## src/hw/rp_defines.svh

```systemverilog
// Red Pitaya I/O datapath widths and counts
// shared by the package and every block that sizes a port

`ifndef RP_DEFINES_SVH
`define RP_DEFINES_SVH

// ADC sample width, raw pins and converted value
`define RP_ADC_DW 16

// DAC sample and pin code width
`define RP_DAC_DW 14

// expansion connector, p and n rows together
`define RP_GPIO_DW 16

// PDM level width, channel count and register address width
`define RP_PDM_DW 8
`define RP_PDM_CHN 4
`define RP_PDM_AW 2

`endif

```

## src/hw/rp_pkg.sv

```systemverilog
// Red Pitaya I/O datapath types
// sample, GPIO and PDM words plus the paired channel structs

`include "rp_defines.svh"

package rp_pkg;

  // single samples
  typedef logic signed [`RP_ADC_DW-1:0] adc_smp_t;
  typedef logic signed [`RP_DAC_DW-1:0] dac_smp_t;
  // offset binary code as it goes to the DAC pins
  typedef logic [`RP_DAC_DW-1:0] dac_code_t;

  // one bit per expansion pin
  typedef logic [`RP_GPIO_DW-1:0] gpio_t;

  // PDM level, 0 to full scale minus one
  typedef logic [`RP_PDM_DW-1:0] pdm_lvl_t;

  // channel pairs, ch0 sits in the low half
  typedef struct packed {
    adc_smp_t ch1;
    adc_smp_t ch0;
  } adc_pair_t;

  typedef struct packed {
    dac_smp_t ch1;
    dac_smp_t ch0;
  } dac_pair_t;

  typedef struct packed {
    dac_code_t ch1;
    dac_code_t ch0;
  } dac_code_pair_t;

  // logic generator drive, enable and value per pin
  typedef struct packed {
    gpio_t e;
    gpio_t o;
  } lg_drive_t;

endpackage

```

## src/hw/adc_frontend.sv

```systemverilog
// ADC front end for both channels
// registers the raw pins and turns the negative slope
// offset binary code into two's complement

`timescale 1ns/10ps
`include "rp_defines.svh"

module adc_frontend (
  input  logic               adc_clk,
  input  logic               adc_rst_i,
  // raw ADC pins
  input  rp_pkg::adc_pair_t  adc_raw_i,
  // converted samples, always valid
  output rp_pkg::adc_pair_t  adc_smp_o
);

  // keep the sign, flip the magnitude bits
  function automatic rp_pkg::adc_smp_t adc_conv(input rp_pkg::adc_smp_t raw);
    adc_conv = {raw[`RP_ADC_DW-1], ~raw[`RP_ADC_DW-2:0]};
  endfunction

  ////////////////////////////////////////
  // input register
  ////////////////////////////////////////

  rp_pkg::adc_pair_t adc_raw;

  // sits in the IO block, plain data capture
  always_ff @(posedge adc_clk) begin
    adc_raw <= adc_raw_i;
  end

  ////////////////////////////////////////
  // conversion
  ////////////////////////////////////////

  assign adc_smp_o.ch0 = adc_conv(adc_raw.ch0);
  assign adc_smp_o.ch1 = adc_conv(adc_raw.ch1);

  // samples known once reset is over
  a_adc_known: assert property (
    @(posedge adc_clk) disable iff (adc_rst_i)
    !$isunknown(adc_smp_o)
  ) else $error("adc_frontend: unknown value on adc_smp_o");

endmodule

```

## src/hw/dac_backend.sv

```systemverilog
// DAC back end for both channels
// takes a sample on its strobe, converts it to negative slope
// offset binary and drives the pins from an output register

`timescale 1ns/10ps
`include "rp_defines.svh"

module dac_backend (
  input  logic                   adc_clk,
  input  logic                   adc_rst_i,
  // samples and per channel strobes, bit 0 is ch0
  input  rp_pkg::dac_pair_t      dac_smp_i,
  input  logic [1:0]             dac_vld_i,
  // pin codes and DAC reset pin
  output rp_pkg::dac_code_pair_t dac_code_o,
  output logic                   dac_rst_o
);

  // sign kept, rest inverted
  function automatic rp_pkg::dac_code_t dac_conv(input rp_pkg::dac_smp_t smp);
    dac_conv = {smp[`RP_DAC_DW-1], ~smp[`RP_DAC_DW-2:0]};
  endfunction

  // code of a zero sample
  localparam rp_pkg::dac_code_t DAC_MID = {1'b0, {(`RP_DAC_DW-1){1'b1}}};

  ////////////////////////////////////////
  // capture on strobe
  ////////////////////////////////////////

  rp_pkg::dac_code_pair_t dac_code;

  always_ff @(posedge adc_clk, posedge adc_rst_i) begin
    if (adc_rst_i) begin
      dac_code.ch0 <= DAC_MID;
      dac_code.ch1 <= DAC_MID;
    end else begin
      // a channel without strobe holds its code
      if (dac_vld_i[0]) dac_code.ch0 <= dac_conv(dac_smp_i.ch0);
      if (dac_vld_i[1]) dac_code.ch1 <= dac_conv(dac_smp_i.ch1);
    end
  end

  ////////////////////////////////////////
  // output register and DAC reset
  ////////////////////////////////////////

  always_ff @(posedge adc_clk, posedge adc_rst_i) begin
    if (adc_rst_i) begin
      dac_code_o <= '0;
      dac_rst_o  <= 1'b1;
    end else begin
      dac_code_o <= dac_code;
      dac_rst_o  <= 1'b0;
    end
  end

  // pins stay quiet while the DAC is held in reset
  a_dac_rst_quiet: assert property (
    @(posedge adc_clk) dac_rst_o |-> (dac_code_o == '0)
  ) else $error("dac_backend: dac_code_o not zero during DAC reset");

endmodule

```

## src/hw/exp_gpio_mux.sv

```systemverilog
// expansion connector GPIO multiplexer
// each pin is driven either by the processor GPIO or by the
// logic generator, pad drive registered, pad input double registered

`timescale 1ns/10ps

module exp_gpio_mux (
  input  logic              adc_clk,
  input  logic              adc_rst_i,
  // pin mode, 1 hands the pin to the logic generator
  input  rp_pkg::gpio_t     exp_mode_i,
  // processor GPIO value and tristate
  input  rp_pkg::gpio_t     gpio_o_i,
  input  rp_pkg::gpio_t     gpio_t_i,
  // logic generator drive
  input  rp_pkg::lg_drive_t lg_i,
  // pads
  input  rp_pkg::gpio_t     exp_pad_i,
  output rp_pkg::gpio_t     exp_pad_o,
  output rp_pkg::gpio_t     exp_pad_t_o,
  // pad state back to the processor
  output rp_pkg::gpio_t     gpio_i_o
);

  ////////////////////////////////////////
  // per pin selection
  ////////////////////////////////////////

  rp_pkg::gpio_t exp_o;
  rp_pkg::gpio_t exp_t;

  // value from the selected source
  assign exp_o = (~exp_mode_i & gpio_o_i) | (exp_mode_i & lg_i.o);
  // high impedance unless the selected source drives the pin
  assign exp_t = ~((~exp_mode_i & ~gpio_t_i) | (exp_mode_i & lg_i.e));

  ////////////////////////////////////////
  // pad registers
  ////////////////////////////////////////

  rp_pkg::gpio_t exp_pad_meta;

  always_ff @(posedge adc_clk, posedge adc_rst_i) begin
    if (adc_rst_i) begin
      exp_pad_o    <= '0;
      exp_pad_t_o  <= '0;
      exp_pad_meta <= '0;
      gpio_i_o     <= '0;
    end else begin
      // output side, one stage
      exp_pad_o    <= exp_o;
      exp_pad_t_o  <= exp_t;
      // input side, two stages
      exp_pad_meta <= exp_pad_i;
      gpio_i_o     <= exp_pad_meta;
    end
  end

  // tristate control always resolved after reset
  a_pad_t_known: assert property (
    @(posedge adc_clk) disable iff (adc_rst_i)
    !$isunknown(exp_pad_t_o)
  ) else $error("exp_gpio_mux: unknown value on exp_pad_t_o");

endmodule

```

## src/hw/pdm_bank.sv

```systemverilog
// PDM analog outputs, four channels
// level register file written by a plain strobe, and one first
// order accumulator per channel whose carry is the output bit

`timescale 1ns/10ps
`include "rp_defines.svh"

module pdm_bank (
  input  logic                   adc_clk,
  input  logic                   adc_rst_i,
  // level write port
  input  logic                   pdm_we_i,
  input  logic [`RP_PDM_AW-1:0]  pdm_addr_i,
  input  rp_pkg::pdm_lvl_t       pdm_wdata_i,
  // pulse density outputs
  output logic [`RP_PDM_CHN-1:0] pdm_o
);

  ////////////////////////////////////////
  // write port register
  ////////////////////////////////////////

  logic                  wr_en;
  logic [`RP_PDM_AW-1:0] wr_addr;
  rp_pkg::pdm_lvl_t      wr_data;

  // strobe has a reset, address and data are payload
  always_ff @(posedge adc_clk, posedge adc_rst_i) begin
    if (adc_rst_i) begin
      wr_en <= 1'b0;
    end else begin
      wr_en <= pdm_we_i;
    end
  end

  always_ff @(posedge adc_clk) begin
    wr_addr <= pdm_addr_i;
    wr_data <= pdm_wdata_i;
  end

  ////////////////////////////////////////
  // level registers
  ////////////////////////////////////////

  rp_pkg::pdm_lvl_t [`RP_PDM_CHN-1:0] pdm_lvl;

  // level lands one edge after the write port register
  always_ff @(posedge adc_clk, posedge adc_rst_i) begin
    if (adc_rst_i) begin
      pdm_lvl <= '0;
    end else if (wr_en) begin
      pdm_lvl[wr_addr] <= wr_data;
    end
  end

  ////////////////////////////////////////
  // modulators
  ////////////////////////////////////////

  for (genvar i = 0; i < `RP_PDM_CHN; i++) begin : g_pdm
    rp_pkg::pdm_lvl_t     acc;
    logic [`RP_PDM_DW:0]  sum;

    // carry out is the pulse, low bits wrap around
    assign sum = {1'b0, acc} + {1'b0, pdm_lvl[i]};

    always_ff @(posedge adc_clk, posedge adc_rst_i) begin
      if (adc_rst_i) begin
        acc      <= '0;
        pdm_o[i] <= 1'b0;
      end else begin
        acc      <= sum[`RP_PDM_DW-1:0];
        pdm_o[i] <= sum[`RP_PDM_DW];
      end
    end
  end

  // a write never targets an unknown register
  a_pdm_addr_known: assert property (
    @(posedge adc_clk) disable iff (adc_rst_i)
    pdm_we_i |-> !$isunknown(pdm_addr_i)
  ) else $error("pdm_bank: write with unknown address");

endmodule

```

## src/hw/rp_io_top.sv

```systemverilog
// Red Pitaya I/O datapath top level
// stages the reset and ties the ADC, DAC, expansion GPIO and
// PDM blocks to the pins, all on adc_clk

`timescale 1ns/10ps
`include "rp_defines.svh"

module rp_io_top (
  input  logic                   adc_clk,
  input  logic                   top_rst,
  // ADC
  input  rp_pkg::adc_pair_t      adc_raw_i,
  output rp_pkg::adc_pair_t      adc_smp_o,
  // DAC
  input  rp_pkg::dac_pair_t      dac_smp_i,
  input  logic [1:0]             dac_vld_i,
  output rp_pkg::dac_code_pair_t dac_code_o,
  output logic                   dac_rst_o,
  // expansion GPIO
  input  rp_pkg::gpio_t          exp_mode_i,
  input  rp_pkg::gpio_t          gpio_o_i,
  input  rp_pkg::gpio_t          gpio_t_i,
  input  rp_pkg::lg_drive_t      lg_i,
  input  rp_pkg::gpio_t          exp_pad_i,
  output rp_pkg::gpio_t          exp_pad_o,
  output rp_pkg::gpio_t          exp_pad_t_o,
  output rp_pkg::gpio_t          gpio_i_o,
  // PDM outputs
  input  logic                   pdm_we_i,
  input  logic [`RP_PDM_AW-1:0]  pdm_addr_i,
  input  rp_pkg::pdm_lvl_t       pdm_wdata_i,
  output logic [`RP_PDM_CHN-1:0] pdm_o
);

  ////////////////////////////////////////
  // reset staging
  ////////////////////////////////////////

  logic adc_rst;

  // asserts at once, releases on the next clock edge
  always_ff @(posedge adc_clk, posedge top_rst) begin
    if (top_rst) begin
      adc_rst <= 1'b1;
    end else begin
      adc_rst <= 1'b0;
    end
  end

  ////////////////////////////////////////
  // ADC and DAC
  ////////////////////////////////////////

  adc_frontend adc_frontend (
    .adc_clk    (adc_clk),
    .adc_rst_i  (adc_rst),
    .adc_raw_i  (adc_raw_i),
    .adc_smp_o  (adc_smp_o)
  );

  dac_backend dac_backend (
    .adc_clk    (adc_clk),
    .adc_rst_i  (adc_rst),
    .dac_smp_i  (dac_smp_i),
    .dac_vld_i  (dac_vld_i),
    .dac_code_o (dac_code_o),
    .dac_rst_o  (dac_rst_o)
  );

  ////////////////////////////////////////
  // expansion GPIO and PDM
  ////////////////////////////////////////

  exp_gpio_mux exp_gpio_mux (
    .adc_clk     (adc_clk),
    .adc_rst_i   (adc_rst),
    .exp_mode_i  (exp_mode_i),
    .gpio_o_i    (gpio_o_i),
    .gpio_t_i    (gpio_t_i),
    .lg_i        (lg_i),
    .exp_pad_i   (exp_pad_i),
    .exp_pad_o   (exp_pad_o),
    .exp_pad_t_o (exp_pad_t_o),
    .gpio_i_o    (gpio_i_o)
  );

  pdm_bank pdm_bank (
    .adc_clk     (adc_clk),
    .adc_rst_i   (adc_rst),
    .pdm_we_i    (pdm_we_i),
    .pdm_addr_i  (pdm_addr_i),
    .pdm_wdata_i (pdm_wdata_i),
    .pdm_o       (pdm_o)
  );

endmodule

```

## config.mk

```make
export PLATFORM = sky130hd
export DESIGN_NAME = rp_io_top
export DESIGN_NICKNAME = d
export VERILOG_FILES = /design/src/hw/rp_pkg.sv /design/src/hw/adc_frontend.sv /design/src/hw/dac_backend.sv /design/src/hw/exp_gpio_mux.sv /design/src/hw/pdm_bank.sv /design/src/hw/rp_io_top.sv
export VERILOG_INCLUDE_DIRS = /design/src /design/src/hw
export SDC_FILE = /design/constraint.sdc
export NUM_CORES = 1
export LEC_CHECK = 0
export BUFFER_PORTS_ARGS = -buffer_cell sky130_fd_sc_hd__buf_4
export CORE_ASPECT_RATIO = 0.6
export CORE_MARGIN = 1.5
export CORE_UTILIZATION = 30
export DETAILED_ROUTE_END_ITERATION = 16
export GPL_TIMING_DRIVEN = 0
export PLACE_DENSITY = 0.55
export SYNTH_ARGS = -nofsm -noshare
export SYNTH_HDL_FRONTEND = slang
export SYNTH_HIERARCHICAL = 1
export SYNTH_SLANG_ARGS = --single-unit
export TNS_END_PERCENT = 1
```

## constraint.sdc

```tcl
create_clock -name adc_clk -period 2.36 [get_ports adc_clk]
set_input_delay 0.354 -clock adc_clk [delete_from_list [all_inputs] [get_ports adc_clk]]
set_output_delay 0.354 -clock adc_clk [all_outputs]
set_load 0.02 [all_outputs]
```

==> metrics.md <==
| Metric | Value |
|---|---|
| Worst-case clock buffer depth | `3` |
| CTS tree | `yes` |
| Number of vias per cell | `4.03` |
| Max-Cap Viols | `0` |
| Cell class contributing the biggest share of worst-path delay | `compound AO/OA/AOI/OAI gates` |
| Rel. slew slack | `46.9%` |
| Crit path max fanout | `2` |
| Power per cell area | `948 nW/um^2` |
| Number of H-tree levels | `1` |
| Gpl congestion | `0.814` |
| PostCTS Resize Cnt | `0` |
| Outcome | `finished clean` |
| Avg Inst Size Synth | `14.9 sq um` |
| Initial Util | `30.9%` |
| Global Route Usage Sum | `15.2%` |
| Die Area | `28500 sq um` |
| Via count | `5378` |
| Worst-path clk slew | `0.06 ns` |
| Synth async-reset ratio | `82.0%` |
| Adder-Cell Fraction of Synth Area | `5.83%` |
| Clk_skew | `0.00858 ns` |
| Met2 Wirelength | `9770 um` |
| Core footprint | `26700 sq um` |
| First-pass GRT wire length | `33000 um` |
| Top sig layer | `met4` |
| Synth cell types | `40` |
| Most used DFF post-synth | `dfrtp_1` |
| Final min period | `2.06 ns` |
| Non-Filler Instances | `1336` |
| Cell leakage power | `6.25 nW` |
| Setup violators final | `0` |
| Critical Path Source | `pdm_bank/pdm_lvl[24]` |
| Max Slew Vio Count | `0` |
| 1st-iter DRT viols | `230` |
| Largest net degree at the start of global routing | `65` |
| Max VDD drop | `0.517 mV` |
| RSZ-0062 raised after global routing | `no` |
| Post-synthesis simple-gate area fraction | `2.82%` |
| # port buffers | `281` |
| Post-CTS Hold Buffers | `94` |
| Root buffer selected by CTS | `clkbuf_16` |
| Fmax | `0.486 GHz` |
| Min Hold Slack | `0.0244 ns` |
| Share of cells above drive strength 1 | `42.8%` |
| Clk_lat worst skew | `0.51 ns` |
| CP Capture Type | `register` |
| Number of synthesized register bits | `233` |
| DRT antenna net count | `0` |
| Worst path max stage delay | `0.43 ns` |
| DRC Markers | `0` |
| Syn nets | `760` |
| Top-Level Pins | `284` |
| Met3 WL | `1950 um` |
| Number of synthesized flops with an enable pin | `0` |
| CTS sink cnt | `233` |
| Vias in the first global route | `5879` |
| DIE HEIGHT | `131 um` |
| WP buf/inv | `0` |
| FP Rows | `46` |
| Mapped Area | `8250 sq um` |
| Placed cell area | `10900 sq um` |
| Placed insts | `1196` |
| Slowest CP cell | `fa_1` |
| Nets | `1163` |
| HPWL Detailed | `15600 um` |
| P&R area growth vs syn | `52.9%` |
| Worst Hold Class | `in -> reg` |
| Total wire length | `21300 um` |
| Synth warnings | `6` |
| Cell mode on critical path | `a21oi_1` |
| Design Power | `12.0 mW` |
| Compound-gate portion of the synthesized area | `3.44%` |
| Seq/Total Area, Yosys | `68.6%` |
| Critical path, cell by cell | `ha_1, fa_1, a21o_1, a21oi_1, o21ai_0, nor4_1, a21oi_1` |
| Post-synthesis mux area share | `12.3%` |
| Final instance area | `12600 sq um` |
| Main combinational cell family by area after synthesis | `multiplexers` |
| Slew @ Worst Pin | `0.796 ns` |
| Initial antenna violation count | `3` |
| Number of buffers created by CTS | `24` |
| Fin util | `47.2%` |
| Final cycle utilization of the critical path | `87.2%` |
| Worst Path Required | `2.75 ns` |
| DR pass1 iterations | `4` |
| Post-Synth XOR/XNOR Area | `2.55%` |
| Global route overflow | `0` |
| Met1 WL | `9000 um` |
| Fin. Hold Viols | `0` |
| Wirelength per Cell | `15.9 um` |
| Critical Path Start Type | `register` |
| Crit Path Class | `reg -> reg` |
| RR Startpoint | `pdm_bank/pdm_lvl[24]` |
| Post-CTS setup buffers | `0` |
| Crit path arrival time | `2.45 ns` |
| Die X | `217 um` |
| Fillers | `2409` |
| Cells after Synth | `553` |
| Hold Startpoint | `lg_i[29]` |
-- per-stage QoR --
| step | TNS, ns | setup slack, ns |
|---|---|---|
| after floorplan | 0 | 0.260 |
| after global placement | -76.81 | -0.696 |
| after detailed placement | 0 | 0.351 |
| after CTS | 0 | 0.313 |
| after global routing | 0 | 0.161 |
| final | 0 | 0.301 |
-- state kept, by name (all words and copies together) (netlist names), 16 cells and up --
register	cells
pdm_bank/g_pdm.acc	32
pdm_bank/pdm_lvl	32
adc_frontend/adc_raw	30
dac_backend/dac_code	28
dac_backend/dac_code_o	28
exp_gpio_mux/exp_pad_meta	16
exp_gpio_mux/exp_pad_o	16
exp_gpio_mux/exp_pad_t_o	16
exp_gpio_mux/gpio_i_o	16
-- cells by family (layout without fill, tap and decap cells) --
group / count (synthesis) / in the layout
flip-flops: 233 / 233
multiplexers: 89 / 89
AND/OR/NAND/NOR: 41 / 41
other: 2 / 4
adder cells (fa/ha/maj): 36 / 36
AO/OA/AOI/OAI: 45 / 45
buffers and inverters: 83 / 504
XOR/XNOR: 24 / 24
-- cell usage after synthesis, drive strengths merged, types with 3 or more instances --
library cell,instances,area [sq um]
xnor2,16,140
dfrtp,163,4080
fa,4,80.1
dfstp,28,736
buf,6,72.6
ha,32,400
nand3b,3,30.0
a21oi,20,104
nor2,15,56.3
nor2b,3,18.8
mux2,50,623
o21ai,10,50.0
inv,77,289
nand2,7,26.3
dfxtp,42,841
a21o,7,52.6
mux2i,39,390
xor2,8,70.1
nor4,3,18.8
o21a,3,22.5
-- final timing paths --
check / to / slack, ns / depth (start not counted)
setup / recovery: pdm_bank/pdm_o[3] / 0.30 / 7
setup reg to reg: pdm_bank/pdm_o[3] / 0.30 / 7
max in group asynchronous: exp_gpio_mux/exp_pad_t_o[6] / 1.38 / 1
hold reg to reg: pdm_bank/g_pdm[2].acc[5] / 0.29 / 1
hold / removal: exp_gpio_mux/exp_pad_t_o[13] / 0.02 / 2
min in group asynchronous: pdm_bank/g_pdm[2].acc[5] / 0.29 / 1
-- power breakdown --
part / internal (mW) / total [mW] / switching (mW)
Clock: 2.33 / 3.90 / 1.57
Sequential: 4.68 / 4.95 / 0.268
Combinational: 1.60 / 3.10 / 1.50
Total: 8.61 / 12.0 / 3.34
-- layout make-up --
type | count | area (sq um) | share of cell area [%]
clock buffer | 31 | 668 | 5.30
inverter | 77 | 294 | 2.33
antenna | 2 | 5.00 | 0.0397
sequential | 233 | 5660 | 44.9
buffer | 6 | 72.6 | 0.576
clock inverter | 13 | 143 | 1.13
timing repair buffer | 377 | 3090 | 24.5
multi-input combinational | 237 | 2230 | 17.7
tap | 360 | 450 | 3.57
-- metal layers --
metal	vias up	global-route usage, %
li1	2609	-
met1	2564	18.7
met2	172	24.2
met3	33	6.44
met4	0	4.21
met5	-	0
-- worst reg2reg max path, delay by kind of cell (launching register included) --
kind | cells | cell delay (ns)
flip-flops | 1 | 0.39
AND/OR/NAND/NOR | 1 | 0.20
AO/OA/AOI/OAI | 4 | 0.70
adder cells (fa/ha/maj) | 2 | 0.66
-- cell usage in the layout (no fill, tap or decap), types with 7 or more instances in the layout --
cell type / Yosys / final
nor2_1: 15 / 15
xor2_1: 8 / 8
dfxtp_1: 42 / 42
dfstp_2: 28 / 28
nand2_1: 7 / 7
ha_1: 32 / 32
mux2_4: 16 / 16
a21o_1: 7 / 7
xnor2_1: 16 / 16
clkinv_2: 0 / 8
dlygate4sd3_1: 0 / 94
inv_1: 77 / 74
a21oi_1: 19 / 19
o21ai_0: 9 / 9
mux2i_1: 39 / 39
buf_4: 2 / 283
clkbuf_16: 0 / 25
mux2_2: 34 / 34
dfrtp_1: 163 / 163
Note: power is estimated with default switching activity, not from simulation.
